==> src/include/scheduler_consts.svh <==
/*
 * Scheduler constants
 * Sizes of the issue queue, the issue lanes and the op fields
 */

`ifndef SCHEDULER_CONSTS_SVH
`define SCHEDULER_CONSTS_SVH

// Issue queue depth
`define ISSUE_QUEUE_ENTRY_NUM 8

// Issue lanes, integer lanes first, then memory
`define INT_ISSUE_WIDTH 2
`define MEM_ISSUE_WIDTH 1
`define ISSUE_WIDTH (`INT_ISSUE_WIDTH + `MEM_ISSUE_WIDTH)

// Physical register tag
`define PREG_TAG_WIDTH 6

// Op payload word, decoded per lane
`define PAYLOAD_WIDTH 16

`endif

==> src/verilog/SchedulerPkg.sv <==
/*
 * Scheduler types
 * Queue indices, tags, op classes and the op payload word
 */

`include "scheduler_consts.svh"

package SchedulerPkg;

    typedef logic [$clog2(`ISSUE_QUEUE_ENTRY_NUM)-1:0] IssueQueueIndexPath;
    typedef logic [`ISSUE_QUEUE_ENTRY_NUM-1:0] IssueQueueOneHotPath;

    typedef logic [`PREG_TAG_WIDTH-1:0] PRegTag;

    typedef enum logic {
        INT = 1'b0,
        MEM = 1'b1
    } OpClass;

    // Integer view of the payload
    typedef struct packed {
        logic [3:0] aluOpcode;
        logic [11:0] aluImm;
    } AluFields;

    // Memory view of the payload
    typedef struct packed {
        logic isStore;
        logic [1:0] accessSize;
        logic [12:0] offset;
    } MemFields;

    // One stored word, read as ALU or memory fields by lane
    typedef union packed {
        AluFields alu;
        MemFields mem;
    } OpPayload;

endpackage : SchedulerPkg

==> src/verilog/IssueQueue.sv <==
/*
 * Issue queue
 * Holds dispatched ops, allocates the lowest free entry and
 * releases entries once they are granted
 */

`timescale 1ns/1ps

`include "scheduler_consts.svh"

module IssueQueue
    import SchedulerPkg::*;
(
    input logic clk,
    input logic arstN,
    input logic flush,

    input logic dispatchValid,
    output logic dispatchReady,
    input OpClass dispatchClass,
    input OpPayload dispatchPayload,
    input PRegTag dispatchDstTag,

    output logic allocValid,
    output IssueQueueIndexPath allocPtr,

    output IssueQueueOneHotPath intIssueReq,
    output IssueQueueOneHotPath memIssueReq,

    input logic selected [`ISSUE_WIDTH],
    input IssueQueueIndexPath selectedPtr [`ISSUE_WIDTH],
    output OpPayload selectedPayload [`ISSUE_WIDTH],
    output PRegTag selectedDstTag [`ISSUE_WIDTH]
);

    IssueQueueOneHotPath entryValid;
    OpClass entryClass [`ISSUE_QUEUE_ENTRY_NUM];
    OpPayload entryPayload [`ISSUE_QUEUE_ENTRY_NUM];
    PRegTag entryDstTag [`ISSUE_QUEUE_ENTRY_NUM];

    logic anyFree;
    IssueQueueOneHotPath releaseVector;
    IssueQueueOneHotPath allocVector;

    always_comb begin
        // Lowest free entry
        anyFree = 1'b0;
        allocPtr = '0;
        for (int i = 0; i < `ISSUE_QUEUE_ENTRY_NUM; i++) begin
            if (!entryValid[i] && !anyFree) begin
                allocPtr = IssueQueueIndexPath'(i);
                anyFree = 1'b1;
            end
        end
        dispatchReady = anyFree;
        allocValid = dispatchValid && anyFree;

        allocVector = '0;
        allocVector[allocPtr] = allocValid;

        releaseVector = '0;
        for (int k = 0; k < `ISSUE_WIDTH; k++) begin
            if (selected[k]) begin
                releaseVector[selectedPtr[k]] = 1'b1;
            end
        end

        for (int i = 0; i < `ISSUE_QUEUE_ENTRY_NUM; i++) begin
            intIssueReq[i] = entryValid[i] && (entryClass[i] == INT);
            memIssueReq[i] = entryValid[i] && (entryClass[i] == MEM);
        end

        // Read out for the issue register
        for (int k = 0; k < `ISSUE_WIDTH; k++) begin
            selectedPayload[k] = entryPayload[selectedPtr[k]];
            selectedDstTag[k] = entryDstTag[selectedPtr[k]];
        end
    end

    always_ff @(posedge clk or negedge arstN) begin
        if (!arstN) begin
            entryValid <= '0;
        end else if (flush) begin
            entryValid <= '0;
        end else begin
            entryValid <= (entryValid & ~releaseVector) | allocVector;
        end
    end

    always_ff @(posedge clk) begin
        if (allocValid) begin
            entryClass[allocPtr] <= dispatchClass;
            entryPayload[allocPtr] <= dispatchPayload;
            entryDstTag[allocPtr] <= dispatchDstTag;
        end
    end

endmodule : IssueQueue

==> src/verilog/IssueRegister.sv <==
/*
 * Issue register
 * Registers granted ops per lane and decodes each payload
 * as ALU fields or memory fields
 */

`timescale 1ns/1ps

`include "scheduler_consts.svh"

module IssueRegister
    import SchedulerPkg::*;
(
    input logic clk,
    input logic arstN,
    input logic flush,
    input logic selected [`ISSUE_WIDTH],
    input OpPayload selectedPayload [`ISSUE_WIDTH],
    input PRegTag selectedDstTag [`ISSUE_WIDTH],
    output logic issueValid [`ISSUE_WIDTH],
    output PRegTag issueDstTag [`ISSUE_WIDTH],
    output logic [3:0] aluOpcode [`INT_ISSUE_WIDTH],
    output logic [11:0] aluImm [`INT_ISSUE_WIDTH],
    output logic memIsStore,
    output logic [1:0] memSize,
    output logic [12:0] memOffset
);

    localparam int MEM_LANE = `INT_ISSUE_WIDTH;

    OpPayload payload [`ISSUE_WIDTH];

    always_ff @(posedge clk or negedge arstN) begin
        if (!arstN) begin
            for (int k = 0; k < `ISSUE_WIDTH; k++) begin
                issueValid[k] <= 1'b0;
            end
        end else begin
            for (int k = 0; k < `ISSUE_WIDTH; k++) begin
                issueValid[k] <= selected[k] && !flush;
            end
        end
    end

    always_ff @(posedge clk) begin
        for (int k = 0; k < `ISSUE_WIDTH; k++) begin
            if (selected[k]) begin
                payload[k] <= selectedPayload[k];
                issueDstTag[k] <= selectedDstTag[k];
            end
        end
    end

    // Integer lanes see the ALU view
    always_comb begin
        for (int k = 0; k < `INT_ISSUE_WIDTH; k++) begin
            aluOpcode[k] = payload[k].alu.aluOpcode;
            aluImm[k] = payload[k].alu.aluImm;
        end
    end

    // Memory lane sees the memory view, store strobe only with a valid op
    assign memIsStore = issueValid[MEM_LANE] && payload[MEM_LANE].mem.isStore;
    assign memSize = payload[MEM_LANE].mem.accessSize;
    assign memOffset = payload[MEM_LANE].mem.offset;

endmodule : IssueRegister

==> src/verilog/IssueStage.sv <==
/*
 * Issue stage
 * Queue, wakeup, select and issue register of the scheduler
 */

`timescale 1ns/1ps

`include "scheduler_consts.svh"

module IssueStage
    import SchedulerPkg::*;
(
    input logic clk,
    input logic arstN,
    input logic flush,
    input logic memReady,

    input logic dispatchValid,
    output logic dispatchReady,
    input OpClass dispatchClass,
    input OpPayload dispatchPayload,
    input PRegTag dispatchDstTag,
    input PRegTag dispatchSrcTag [2],
    input logic dispatchSrcReady [2],

    input logic extWakeupValid,
    input PRegTag extWakeupTag,

    output logic issueValid [`ISSUE_WIDTH],
    output PRegTag issueDstTag [`ISSUE_WIDTH],
    output logic [3:0] aluOpcode [`INT_ISSUE_WIDTH],
    output logic [11:0] aluImm [`INT_ISSUE_WIDTH],
    output logic memIsStore,
    output logic [1:0] memSize,
    output logic [12:0] memOffset
);

    logic allocValid;
    IssueQueueIndexPath allocPtr;
    IssueQueueOneHotPath intIssueReq;
    IssueQueueOneHotPath memIssueReq;
    IssueQueueOneHotPath opReady;

    logic selected [`ISSUE_WIDTH];
    IssueQueueIndexPath selectedPtr [`ISSUE_WIDTH];
    IssueQueueOneHotPath selectedVector [`ISSUE_WIDTH];
    OpPayload selectedPayload [`ISSUE_WIDTH];
    PRegTag selectedDstTag [`ISSUE_WIDTH];

    IssueQueue u_queue (
        .clk(clk),
        .arstN(arstN),
        .flush(flush),
        .dispatchValid(dispatchValid),
        .dispatchReady(dispatchReady),
        .dispatchClass(dispatchClass),
        .dispatchPayload(dispatchPayload),
        .dispatchDstTag(dispatchDstTag),
        .allocValid(allocValid),
        .allocPtr(allocPtr),
        .intIssueReq(intIssueReq),
        .memIssueReq(memIssueReq),
        .selected(selected),
        .selectedPtr(selectedPtr),
        .selectedPayload(selectedPayload),
        .selectedDstTag(selectedDstTag)
    );

    // Issue outputs double as the wakeup broadcast
    WakeupLogic u_wakeup (
        .clk(clk),
        .arstN(arstN),
        .flush(flush),
        .allocValid(allocValid),
        .allocPtr(allocPtr),
        .dispatchSrcTag(dispatchSrcTag),
        .dispatchSrcReady(dispatchSrcReady),
        .selectedVector(selectedVector),
        .issueValid(issueValid),
        .issueDstTag(issueDstTag),
        .extWakeupValid(extWakeupValid),
        .extWakeupTag(extWakeupTag),
        .opReady(opReady)
    );

    SelectLogic u_select (
        .opReady(opReady),
        .intIssueReq(intIssueReq),
        .memIssueReq(memIssueReq),
        .memReady(memReady),
        .selected(selected),
        .selectedPtr(selectedPtr),
        .selectedVector(selectedVector)
    );

    IssueRegister u_issueReg (
        .clk(clk),
        .arstN(arstN),
        .flush(flush),
        .selected(selected),
        .selectedPayload(selectedPayload),
        .selectedDstTag(selectedDstTag),
        .issueValid(issueValid),
        .issueDstTag(issueDstTag),
        .aluOpcode(aluOpcode),
        .aluImm(aluImm),
        .memIsStore(memIsStore),
        .memSize(memSize),
        .memOffset(memOffset)
    );

endmodule : IssueStage

==> src/verilog/Picker.sv <==
/*
 * Picker
 * Grants up to GRANT_NUM requests, lowest index first
 */

`timescale 1ns/1ps

`include "scheduler_consts.svh"

module Picker
    import SchedulerPkg::*;
#(
    parameter int ENTRY_NUM = `ISSUE_QUEUE_ENTRY_NUM,
    parameter int GRANT_NUM = 1
)(
    input IssueQueueOneHotPath req,
    output IssueQueueOneHotPath grant [GRANT_NUM],
    output IssueQueueIndexPath grantPtr [GRANT_NUM],
    output logic granted [GRANT_NUM]
);

    // Requests not yet taken by a lower slot
    IssueQueueOneHotPath remaining;

    always_comb begin
        remaining = req;
        for (int k = 0; k < GRANT_NUM; k++) begin
            grant[k] = '0;
            grantPtr[k] = '0;
            granted[k] = 1'b0;

            // Lowest remaining request wins this slot
            for (int i = 0; i < ENTRY_NUM; i++) begin
                if (remaining[i] && !granted[k]) begin
                    grant[k][i] = 1'b1;
                    grantPtr[k] = IssueQueueIndexPath'(i);
                    granted[k] = 1'b1;
                end
            end

            remaining = remaining & ~grant[k];
        end
    end

endmodule : Picker

==> src/verilog/SelectLogic.sv <==
/*
 * Select logic
 * Forms per-class requests from ready entries and picks
 * up to two integer ops and one memory op per cycle
 */

`timescale 1ns/1ps

`include "scheduler_consts.svh"

module SelectLogic
    import SchedulerPkg::*;
(
    input IssueQueueOneHotPath opReady,
    input IssueQueueOneHotPath intIssueReq,
    input IssueQueueOneHotPath memIssueReq,
    input logic memReady,
    output logic selected [`ISSUE_WIDTH],
    output IssueQueueIndexPath selectedPtr [`ISSUE_WIDTH],
    output IssueQueueOneHotPath selectedVector [`ISSUE_WIDTH]
);

    IssueQueueOneHotPath intRequest;
    IssueQueueOneHotPath intGrant [`INT_ISSUE_WIDTH];
    IssueQueueIndexPath intGrantPtr [`INT_ISSUE_WIDTH];
    logic intGranted [`INT_ISSUE_WIDTH];

    IssueQueueOneHotPath memRequest;
    IssueQueueOneHotPath memGrant [`MEM_ISSUE_WIDTH];
    IssueQueueIndexPath memGrantPtr [`MEM_ISSUE_WIDTH];
    logic memGranted [`MEM_ISSUE_WIDTH];

    // Memory pipe stalled means no memory candidates at all
    assign intRequest = opReady & intIssueReq;
    assign memRequest = opReady & memIssueReq & {`ISSUE_QUEUE_ENTRY_NUM{memReady}};

    Picker #(
        .ENTRY_NUM(`ISSUE_QUEUE_ENTRY_NUM),
        .GRANT_NUM(`INT_ISSUE_WIDTH)
    ) intPicker (
        .req(intRequest),
        .grant(intGrant),
        .grantPtr(intGrantPtr),
        .granted(intGranted)
    );

    Picker #(
        .ENTRY_NUM(`ISSUE_QUEUE_ENTRY_NUM),
        .GRANT_NUM(`MEM_ISSUE_WIDTH)
    ) memPicker (
        .req(memRequest),
        .grant(memGrant),
        .grantPtr(memGrantPtr),
        .granted(memGranted)
    );

    // Lane order, integer lanes then memory
    always_comb begin
        for (int i = 0; i < `INT_ISSUE_WIDTH; i++) begin
            selected[i] = intGranted[i];
            selectedPtr[i] = intGrantPtr[i];
            selectedVector[i] = intGrant[i];
        end
        for (int i = 0; i < `MEM_ISSUE_WIDTH; i++) begin
            selected[i+`INT_ISSUE_WIDTH] = memGranted[i];
            selectedPtr[i+`INT_ISSUE_WIDTH] = memGrantPtr[i];
            selectedVector[i+`INT_ISSUE_WIDTH] = memGrant[i];
        end
    end

endmodule : SelectLogic

==> src/verilog/WakeupLogic.sv <==
/*
 * Wakeup logic
 * Tracks source readiness per entry and matches broadcast tags
 */

`timescale 1ns/1ps

`include "scheduler_consts.svh"

module WakeupLogic
    import SchedulerPkg::*;
(
    input logic clk,
    input logic arstN,
    input logic flush,
    input logic allocValid,
    input IssueQueueIndexPath allocPtr,
    input PRegTag dispatchSrcTag [2],
    input logic dispatchSrcReady [2],
    input IssueQueueOneHotPath selectedVector [`ISSUE_WIDTH],
    input logic issueValid [`ISSUE_WIDTH],
    input PRegTag issueDstTag [`ISSUE_WIDTH],
    input logic extWakeupValid,
    input PRegTag extWakeupTag,
    output IssueQueueOneHotPath opReady
);

    PRegTag srcTag [`ISSUE_QUEUE_ENTRY_NUM][2];
    logic srcReady [`ISSUE_QUEUE_ENTRY_NUM][2];
    logic srcHit [`ISSUE_QUEUE_ENTRY_NUM][2];
    logic dispatchHit [2];
    IssueQueueOneHotPath freed;

    always_comb begin
        // Compare every stored and incoming tag against all broadcasts
        for (int s = 0; s < 2; s++) begin
            dispatchHit[s] = extWakeupValid && (extWakeupTag == dispatchSrcTag[s]);
            for (int k = 0; k < `ISSUE_WIDTH; k++) begin
                dispatchHit[s] |= issueValid[k] && (issueDstTag[k] == dispatchSrcTag[s]);
            end
            for (int i = 0; i < `ISSUE_QUEUE_ENTRY_NUM; i++) begin
                srcHit[i][s] = extWakeupValid && (extWakeupTag == srcTag[i][s]);
                for (int k = 0; k < `ISSUE_WIDTH; k++) begin
                    srcHit[i][s] |= issueValid[k] && (issueDstTag[k] == srcTag[i][s]);
                end
            end
        end

        freed = '0;
        for (int k = 0; k < `ISSUE_WIDTH; k++) begin
            freed |= selectedVector[k];
        end

        for (int i = 0; i < `ISSUE_QUEUE_ENTRY_NUM; i++) begin
            opReady[i] = srcReady[i][0] && srcReady[i][1];
        end
    end

    always_ff @(posedge clk or negedge arstN) begin
        if (!arstN) begin
            for (int i = 0; i < `ISSUE_QUEUE_ENTRY_NUM; i++) begin
                srcReady[i][0] <= 1'b0;
                srcReady[i][1] <= 1'b0;
            end
        end else begin
            for (int i = 0; i < `ISSUE_QUEUE_ENTRY_NUM; i++) begin
                for (int s = 0; s < 2; s++) begin
                    if (flush || freed[i]) begin
                        srcReady[i][s] <= 1'b0;
                    end else if (allocValid && (allocPtr == IssueQueueIndexPath'(i))) begin
                        srcReady[i][s] <= dispatchSrcReady[s] || dispatchHit[s];
                    end else if (srcHit[i][s]) begin
                        srcReady[i][s] <= 1'b1;
                    end
                end
            end
        end
    end

    always_ff @(posedge clk) begin
        if (allocValid) begin
            srcTag[allocPtr][0] <= dispatchSrcTag[0];
            srcTag[allocPtr][1] <= dispatchSrcTag[1];
        end
    end

endmodule : WakeupLogic
==> config.mk <==
export PLATFORM = sky130hd
export DESIGN_NAME = IssueStage
export DESIGN_NICKNAME = d
export VERILOG_FILES = /design/src/verilog/SchedulerPkg.sv /design/src/verilog/IssueQueue.sv /design/src/verilog/IssueRegister.sv /design/src/verilog/IssueStage.sv /design/src/verilog/Picker.sv /design/src/verilog/SelectLogic.sv /design/src/verilog/WakeupLogic.sv
export VERILOG_INCLUDE_DIRS = /design/src /design/src/include
export SDC_FILE = /design/constraint.sdc
export NUM_CORES = 1
export LEC_CHECK = 0
export BUFFER_PORTS_ARGS = -buffer_cell sky130_fd_sc_hd__buf_2
export CAP_MARGIN = 40
export CORE_MARGIN = 2
export CORE_UTILIZATION = 40
export CTS_CLUSTER_SIZE = 40
export DETAILED_ROUTE_END_ITERATION = 10
export HOLD_SLACK_MARGIN = 0.05
export SLEW_MARGIN = 20
export SYNTH_ARGS = -nofsm -noshare
export SYNTH_HDL_FRONTEND = slang
export SYNTH_SLANG_ARGS = --single-unit
==> constraint.sdc <==
create_clock -name clk -period 4.59 [get_ports clk]
set_input_delay 0.459 -clock clk [delete_from_list [all_inputs] [get_ports clk]]
set_output_delay 0.459 -clock clk [all_outputs]
set_load 0.01 [all_outputs]
# Word level (Yosys, flattened, before mapping)
# Memory sizes are Yosys's and may differ from the RTL's. A register that Yosys moved wholly into a read port is not among the register bits.
# Cells that the tools add are included.
totals:
  register_bits: 27
  latchBits: 0
  mem_bits_rw: 328
  rom_bits: 0
  out_inout_bits: 70
  word_cells: 539
  memories: 5
classes:
  add_sub_neg: 0
  n_mul: 0
  div: 0
  order_cmp: 8
  eq_ne: 79
  n_shift: 0
  n_mux: 149
  bitwise_logic: 75
  n_reduce_logical: 203
memory_table:
  columns: ["memory", "words", "word_bits", "rd", "rd_ports_with_merged_regs", "wr", "line", "text"]
  rows:
  - ["u_queue.entryPayload", 8, 16, 3, 0, 1, "IssueQueue.sv:38", "OpPayload entryPayload [`ISSUE_QUEUE_ENTRY_NUM];"]
  - ["u_wakeup.srcTag", 8, 12, 8, 0, 1, "WakeupLogic.sv:28", "PRegTag srcTag [`ISSUE_QUEUE_ENTRY_NUM][2];"]
  - ["u_issueReg.payload", 3, 16, 3, 0, 3, "IssueRegister.sv:31", "OpPayload payload [`ISSUE_WIDTH];"]
  - ["u_queue.entryDstTag", 8, 6, 3, 3, 1, "IssueQueue.sv:39", "PRegTag entryDstTag [`ISSUE_QUEUE_ENTRY_NUM];"]
  - ["u_queue.entryClass", 8, 1, 8, 0, 1, "IssueQueue.sv:37", "OpClass entryClass [`ISSUE_QUEUE_ENTRY_NUM];"]
op_table:
  columns: ["op", "count"]
  rows:
  - ["equality test 6 bit", 72]
  - ["logical AND 1 bit", 141]
  - ["two-way mux 1 bit", 117]
  - ["two-way mux 3 bit", 24]
  - ["OR 1 bit", 54]
  - ["AND 8 bit", 6]
  - ["nonzero test 3 bit", 16]
  - ["OR 8 bit", 5]
  - ["logical NOT 1 bit", 35]
  - ["two-way mux 8 bit", 4]
  - ["less-than comparator 3 x 4 -> 1 bit (second input constant)", 4]
  - ["NOT 8 bit", 2]
  - ["demux 1 bit (select 3 bit)", 4]
  - ["equality test 3 bit (second input constant)", 4]
  - ["greater-or-equal comparator 3 x 1 -> 1 bit (second input constant)", 4]
  - ["logical OR 1 bit", 10]
  - ["NOT 1 bit", 8]
  - ["equality test 3 x 2 -> 1 bit (second input constant)", 2]
  - ["equality test 3 x 1 -> 1 bit (second input constant)", 1]
  - ["logical NOT 3 bit", 1]

# Longest topological paths before layout
# Gate-level depths: netlist (run 1).
# An unclocked memory read counts as a cell.
logic_depth:
  depth_word: 62
  depth_mapped: 11
  depth_no_buf: 7

# Hierarchy
# Synthesis (run 1) repeated with hierarchy kept, for this count alone.
hier_totals:
  cells_unflattened: 1777
  area_unflattened_um2: 22934.5
by_module_without_submodules:
  columns: ["mod", "instances", "cells_per_inst", "area_each_um2", "seq_area_each_um2"]
  rows:
  - ["IssueQueue", 1, 672, 10518.8, 5725.5]
  - ["WakeupLogic", 1, 870, 9275.1, 3283.1]
  - ["IssueRegister", 1, 120, 2434.8, 2057.0]
  - ["Picker (u_select.intPicker)", 1, 76, 447.9, 0.0]
  - ["Picker (u_select.memPicker)", 1, 22, 150.1, 0.0]
  - ["SelectLogic", 1, 17, 107.6, 0.0]

# Worst setup path before layout (run 1)
# No wires, ideal clock.
synth_timing:
  path_kind: "reg2reg"
  start: "reg u_queue.entryValid[1]"
  end: "reg u_wakeup.srcReady[4] (netlist name)"
  arrival_ps: 3195
  required_time_ps: 4524
  path_slack_ps: 1329
  stages_incl_launch_ff: 7
  synth_period_minus_slack_ps: 3261
  cell_sequence: "dfrtp_1 > nand3_1 > nor4_1 > a21o_1 > nor2b_1 > or4_1 > and3_1"
synth_between:
  elab_chain_cells: 25
  elab_cells_between_ends: 90
  classes_between: "eq/ne (1); mux (35); bitwise (7); reduce/logical (47)"
synth_rtl:
  columns: ["element", "line", "text"]
  rows:
  - ["start: declaration", "IssueQueue.sv:36", "IssueQueueOneHotPath entryValid;"]
  - ["start signal: assignment", "IssueQueue.sv:86", "entryValid <= (entryValid & ~releaseVector) | allocVector;"]
  - ["logical NOT 1 bit", "IssueQueue.sv:50", "if (!entryValid[i] && !anyFree) begin"]
  - ["logical AND 1 bit", "IssueQueue.sv:50", null]
  - ["two-way mux 1 bit", "IssueQueue.sv:50", null]
  - ["logical NOT 1 bit", "IssueQueue.sv:50", null]
  - ["logical AND 1 bit", "IssueQueue.sv:50", null]
  - ["two-way mux 1 bit", "IssueQueue.sv:50", null]
  - ["logical NOT 1 bit", "IssueQueue.sv:50", null]
  - ["logical AND 1 bit", "IssueQueue.sv:50", null]
  - ["[... 9 more ...]", null, null]
  - ["two-way mux 1 bit", "IssueQueue.sv:50", null]
  - ["logical NOT 1 bit", "IssueQueue.sv:50", null]
  - ["logical AND 1 bit", "IssueQueue.sv:50", null]
  - ["two-way mux 3 bit or two-way mux 1 bit (tied branches)", "IssueQueue.sv:50", null]
  - ["equality test 3 bit or logical AND 1 bit (tied branches)", "WakeupLogic.sv:70, IssueQueue.sv:56", null]
  - ["logical AND 1 bit", "WakeupLogic.sv:70", "end else if (allocValid && (allocPtr == IssueQueueIndexPath'(i))) begin"]
  - ["two-way mux 1 bit", "WakeupLogic.sv:70", null]
  - ["two-way mux 1 bit", "WakeupLogic.sv:68", "if (flush || freed[i]) begin"]
  - ["end signal: indexed assignment", "WakeupLogic.sv:71", "srcReady[i][s] <= dispatchSrcReady[s] || dispatchHit[s];"]
  - ["end: declaration", "WakeupLogic.sv:29", "logic srcReady [`ISSUE_QUEUE_ENTRY_NUM][2];"]
# Several ways; a longest one is shown, not always the timed one.
# A chain may end at the register's enable or synchronous reset.

==> results.cfg, run 1 <==
[route]
wl_per_cell_microns = 26.0
antenna_left = 0
drt-pass1-iter-count = 7
num_vias = 18700
drc_errors = 0
vias_per_cell = 6.20
drtIter0Drc = 2258
drt_wl_total_mm = 78.6

[power]
ir_worst_vdd_mv = 0.278
p_per_area_nw_per_um2 = 300
p_leak_nw = 9.61

[final_layout]
final_cell_area_sq_um = 25900
final_cell_mix = edfxtp_1, nand2_1, xnor2_1, xor2_1, a21oi_1
layout-drive-gt1-share_pct = 14.1
fill_cells = 5242
nNetsFinal = 2273
area_growth_pct = 11.1
final_common_cell = edfxtp_1

[sta]
finalSetupViolations = 0
worst_pin_slew_ns = 0.897
timing_hold_violations_final = 0
setup_ws_ns = 1.14
drv_slew = 0
fin_crit_sh_pct = 75.1
holdWs_ns = 0.119
slew_headroom_pct = 40.2
period_needed_ns = 3.45
setup_tns_ns = 0
rsz0062_at_grt = false
clock_skew_ns = 0.0363
fmax_mhz = 290

[flow_run]
maxCapViolCount = 0

[placement]
place_ws_ns = 1.18
gp_congestion = 0.934
numPortBuffers = 118
hpwl_mm = 48.6
placed_area_sq_um = 24300

[synth]
syn-num-nets = 2303
synth-main-ff-cell = edfxtp_1
postSynthCellCount = 2254
synth_edf_count = 346
ys_warn_count = 0
synthArstFlopShare_pct = 7.24
avgSynthCellArea_sq_um = 10.3
yosysUniqueCellTypes = 67
yosysSeqAreaShare_pct = 47.5
ys_ff_latch = 373
synthesis.area_sq_um = 23300

[critical_path]
r2r_start = u_queue.entryValid[2]
slowest_delay_ns = 0.58
crit_arrival_ns = 3.77
crit_type = reg2reg
path_buf_inv = 1
cp-end-kind = flop
cp_cell_sequence = and4b_1 > nor2_8 > a21oi_1 > o31a_1 > o311a_4 > buf_12 > mux2_4 > a2111o_1
start_kind = flop
reg2reg_slack_ns = 1.14
critPathMaxFanout = 31
crit_start = u_queue.entryValid[2]
cp_top_family = compound AO/OA/AOI/OAI gates
worst-r2r-cell-count = 8
crit_required_ns = 4.91
reg2reg_to = u_issueReg.payload[0][16]
endpoint = u_issueReg.payload[0][16]
path_depth = 8
critPathSlowestCell = o311a_4

[floorplan]
die_h_microns = 245
ios = 119
dieArea_sq_um = 60100
initial_utilization_pct = 40.4
core_sq_um = 57600
die_width_microns = 245
rows = 88

[clock_tree]
cts_buffer_depth = 3
clk-insertion-delay-late_ns = 0.61
postCtsResizedCells = 0
clk_pin_slew_ns = 0.06
htreeDepth = 2
clkSinkCount = 373
tritoncts = built
clock-root-buffer = clkbuf_16
cts_inserted_buffers = 44

[global_routing]
grt_pass1_wl_mm = 116
overflow = 0
grt_max_degree = 87
grt_usage_pct = 25.5
antenna_found_initial = 6
first_global_vias = 18300

[outcome]
status = finished, final reports clean

[worst_hold_path]
hp-class = in2reg
registers in the layout (all words and copies together) (netlist names):
register                count
u_issueReg.issueDstTag     18
u_queue.entryClass          8
u_issueReg.payload         48
u_queue.entryPayload      128
u_issueReg.issueValid       3
u_queue.entryDstTag        48
u_wakeup.srcReady          16
u_queue.entryValid          8
u_wakeup.srcTag            96
power by group:
group | internal, mW | switching [mW] | total (mW) | leakage, nW
combinational | 0.135 | 0.229 | 0.364 | 5.40
sequential | 3.77 | 0.0499 | 3.82 | 3.51
clock | 2.04 | 1.52 | 3.57 | 0.695
routing by layer:
| metal | part of all wire (%) | track usage, % | vias to the layer above |
|---|---|---|---|
| met3 | 10 | 5.32 | 259 |
| met2 | 46 | 40.6 | 1152 |
| met5 | 0.084 | 0 | - |
| met1 | 39 | 33.5 | 9210 |
| li1 | - | - | 8110 |
| met4 | 4.6 | 11.3 | 10 |
layout make-up:
cell class	instances	area [sq um]	area share, %
Clock inverter	21	273	1.05
Inverter	7	26.3	0.102
Timing Repair Buffer	197	1420	5.49
Sequential cell	373	11100	42.8
Multi-Input combinational cell	1601	10900	42.2
Tap cell	765	957	3.70
Antenna cell	1	2.50	0.00968
Clock buffer	60	1200	4.65
how the worst min path moves through the flow:
stage | to | startpoint | slack [ns] | cells after the start
after CTS | u_queue.entryDstTag[2][1] | dispatchDstTag[1] | 0.1 | 1
after global routing | u_queue.entryPayload[0][15] | dispatchPayload[15] | 0.11 | 1
after global placement | u_wakeup.srcReady[12] | arstN | 0.52 | 1
after floorplan | u_issueReg.issueValid[0] | arstN | 0.16 | 0
after detailed placement | u_wakeup.srcReady[12] | arstN | 0.53 | 1
final | u_queue.entryPayload[5][15] | dispatchPayload[15] | 0.12 | 1
timing repair:
item | CTS | global route
endpoints found under the hold margin | 27 | 0
setup buffers | 0 | 0
hold buffers | 1 | 0
per-stage QoR:
step | instances | util, % | power [mW]
2_1_floorplan | 2254 | - | 4.09
3_3_place_gp | 2926 | 41.8 | 4.23
3_5_place_dp | 2939 | 42.2 | 4.25
4_1_cts | 3021 | 44.8 | 7.79
5_1_grt | 3024 | 44.9 | 7.95
6_report | 3025 | 44.9 | 7.75
cell usage after synthesis, drive strengths merged (20+ instances only):
cell type,number,area [sq um]
nor2,31,151
nand2,278,1050
buf,154,920
o21ai,100,500
or4,50,375
a2111o,20,225
nand4,78,503
nor4,73,472
mux2i,66,661
and3,20,126
dfrtp,27,676
clkbuf,119,447
nand3,103,521
xor2,213,1870
o2111ai,42,368
a21oi,195,983
mux2,21,312
xnor2,220,1930
edfxtp,346,10400
cell families after synthesis:
group	Yosys count	share of synthesized area (%)
simple gates	677	15.3
xor+xnor	433	16.3
flops	373	47.5
mux	87	4.18
buf+inv	280	5.98
fa+ha+maj	2	0.0914
compound gates	402	10.6
No activity file was read; power rests on OpenSTA's default activity.
==> run 2: changes to the inputs <==
==> constraint.sdc (replaced) <==
create_clock -name clk -period 3.1 [get_ports clk]
set_input_delay 0.31 -clock clk [delete_from_list [all_inputs] [get_ports clk]]
set_output_delay 0.31 -clock clk [all_outputs]
set_load 0.01 [all_outputs]
==> run 2 against run 1 <==
Total power increased by 50%. Worst setup slack worse by 0.90 ns. Routed wire length is 1.9% higher. Combinational power is 65% higher. Clock skew is 0.0088 ns higher. Fmax rose by 21%. Global-route usage is 0.64 points higher. Count of clock-buffer cells in the layout shrank 13. Clock power grew 51%. Largest power group unchanged.
==> results.cfg, run 2 (synthesis gave the netlist of run 1 again) <==
[outcome]
status = finished, final reports clean

[global_routing]
overflow = 0
grt_usage_pct = 26.1
antenna_found_initial = 3
first_global_vias = 18900
grt_max_degree = 90
grt_pass1_wl_mm = 118

[clock_tree]
clk_pin_slew_ns = 0.06
postCtsResizedCells = 0
postCtsSetupBuffers = 0
clock-root-buffer = clkbuf_16
htreeDepth = 2
tritoncts = built
cts_inserted_buffers = 44
clkSinkCount = 373
cts_buffer_depth = 3
clk-insertion-delay-late_ns = 0.60
cts_hold_buf = 26

[final_layout]
nNetsFinal = 2346
antenna_cells = 0
largest_reg_flops = 128
registers.top_by_ff_count = u_queue.entryPayload
final_common_cell = edfxtp_1
fin_util_pct = 46.1
biggestRegsByFlops = u_queue.entryPayload (128), u_wakeup.srcTag (96)
layout-drive-gt1-share_pct = 15.8
fill_cells = 5214
area_growth_pct = 14.1
final_cell_mix = edfxtp_1, nand2_1, xnor2_1, xor2_1, a21oi_1

[critical_path]
crit_type = reg2reg
start_kind = flop
cp_top_family = compound AO/OA/AOI/OAI gates
slowest_delay_ns = 0.41
crit_arrival_ns = 3.21
crit_required_ns = 3.45
critPathMaxFanout = 31
reg2reg_slack_ns = 0.24
cp_cell_sequence = nand4b_2 > o211ai_1 > nand2_1 > a21oi_4 > o311a_4 > buf_12 > mux2_4 > a2111o_1
path_buf_inv = 1
cp-end-kind = flop
critPathSlowestCell = a2111o_1

[flow_run]
maxCapViolCount = 0

[power]
p_leak_nw = 10.0
clkPwrFrac_pct = 46.3
power_mw = 11.7
p_per_area_nw_per_um2 = 439
switchingPower_mw = 2.63
netSwitchingFraction_pct = 22.6
ir_worst_vdd_mv = 0.441
pwr-share-seq_pct = 48.5
p_int_mw = 9.02
combPwrFrac_pct = 5.2

[worst_hold_path]
hp-class = in2reg

[sta]
finalSetupViolations = 0
drv_slew = 0
period_needed_ns = 2.86
setup_tns_ns = 0
fin_crit_sh_pct = 92.2
clock_skew_ns = 0.0452
worst_pin_slew_ns = 0.810
timing_hold_violations_final = 0
holdWs_ns = 0.148
fmax_mhz = 350
slew_headroom_pct = 46.0
rsz0062_at_grt = false

[route]
num_vias = 19000
drt_wl_total_mm = 80.1
route.met3.wl_mm = 6.75
wl_per_cell_microns = 25.9
antenna_left = 0
vias_per_cell = 6.15
drc_errors = 0
top_layer_used = met5
routedLengthMet1_mm = 32.1
drt-pass1-iter-count = 6
drtIter0Drc = 2418
dr_wl_met2_mm = 36.9

[floorplan]
rows = 88
die_h_microns = 245
dieArea_sq_um = 60100
core_sq_um = 57600
initial_utilization_pct = 40.4
die_width_microns = 245
ios = 119

[placement]
numPortBuffers = 118
gp_congestion = 0.946
hpwl_mm = 51.3
## run 2: cell count changes in the layout (fill, tap and decap cells not counted), moves of 5 or more
cell	delta
buf_12	+16
buf_4	+40
clkinv_1	+8
buf_8	-5
dlygate4sd3_1	+25
clkbuf_1	-10
## run 2: per-layer routing
layer / global-route usage, % / vias to the layer above
met1: 34.1 / 9375
met2: 42.1 / 1136
met4: 14.2 / 2
met5: 0 / -
li1: - / 8264
met3: 3.66 / 268
## run 2: tightest hold or removal path, cell delays in order
cell	delay [ns]
buf_2	0.13
nand2_1	0.12
o22ai_1	0.09
## run 2: layout make-up
class / count / area, sq um / area share, %
tap: 765 / 957 / 3.60
sequential: 373 / 11100 / 41.6
clock buffer: 47 / 1110 / 4.19
inverter: 7 / 26.3 / 0.0989
multi-input combinational: 1601 / 10900 / 41.1
clock inverter: 33 / 380 / 1.43
timing repair buffer: 270 / 2110 / 7.94
## run 2: final timing paths
kind	startpoint	end	cells past startpoint
worst max-delay path	u_queue.entryClass[4]	u_issueReg.payload[0][23]	8
worst min-delay path	dispatchValid	u_queue.entryValid[7]	3
worst max register to register	u_queue.entryClass[4]	u_issueReg.payload[0][23]	8
worst min register to register	u_queue.entryValid[7]	u_queue.entryValid[7]	2
max in group asynchronous	arstN	u_queue.entryValid[2]	2
min in group asynchronous	arstN	u_queue.entryValid[6]	2
## run 2: through the flow
stage,setup slack (ns),cell area [sq um],instances
floorplan,0.0431,23300,2254
detailed placement,0.284,24800,2988
finish,0.241,26600,3096
CTS,0.264,26600,3094
global route,0.130,26600,3096
global placement,0.317,24800,2986
## run 2: power groups by stage
stage / Sequential, mW / Clock (mW) / Combinational [mW]
after floorplan: 5.73 / 0 / 0.333
after global placement: 5.75 / 0 / 0.553
after detailed placement: 5.75 / 0 / 0.569
after CTS: 5.65 / 5.47 / 0.599
after global routing: 5.66 / 5.65 / 0.648
final: 5.65 / 5.40 / 0.602
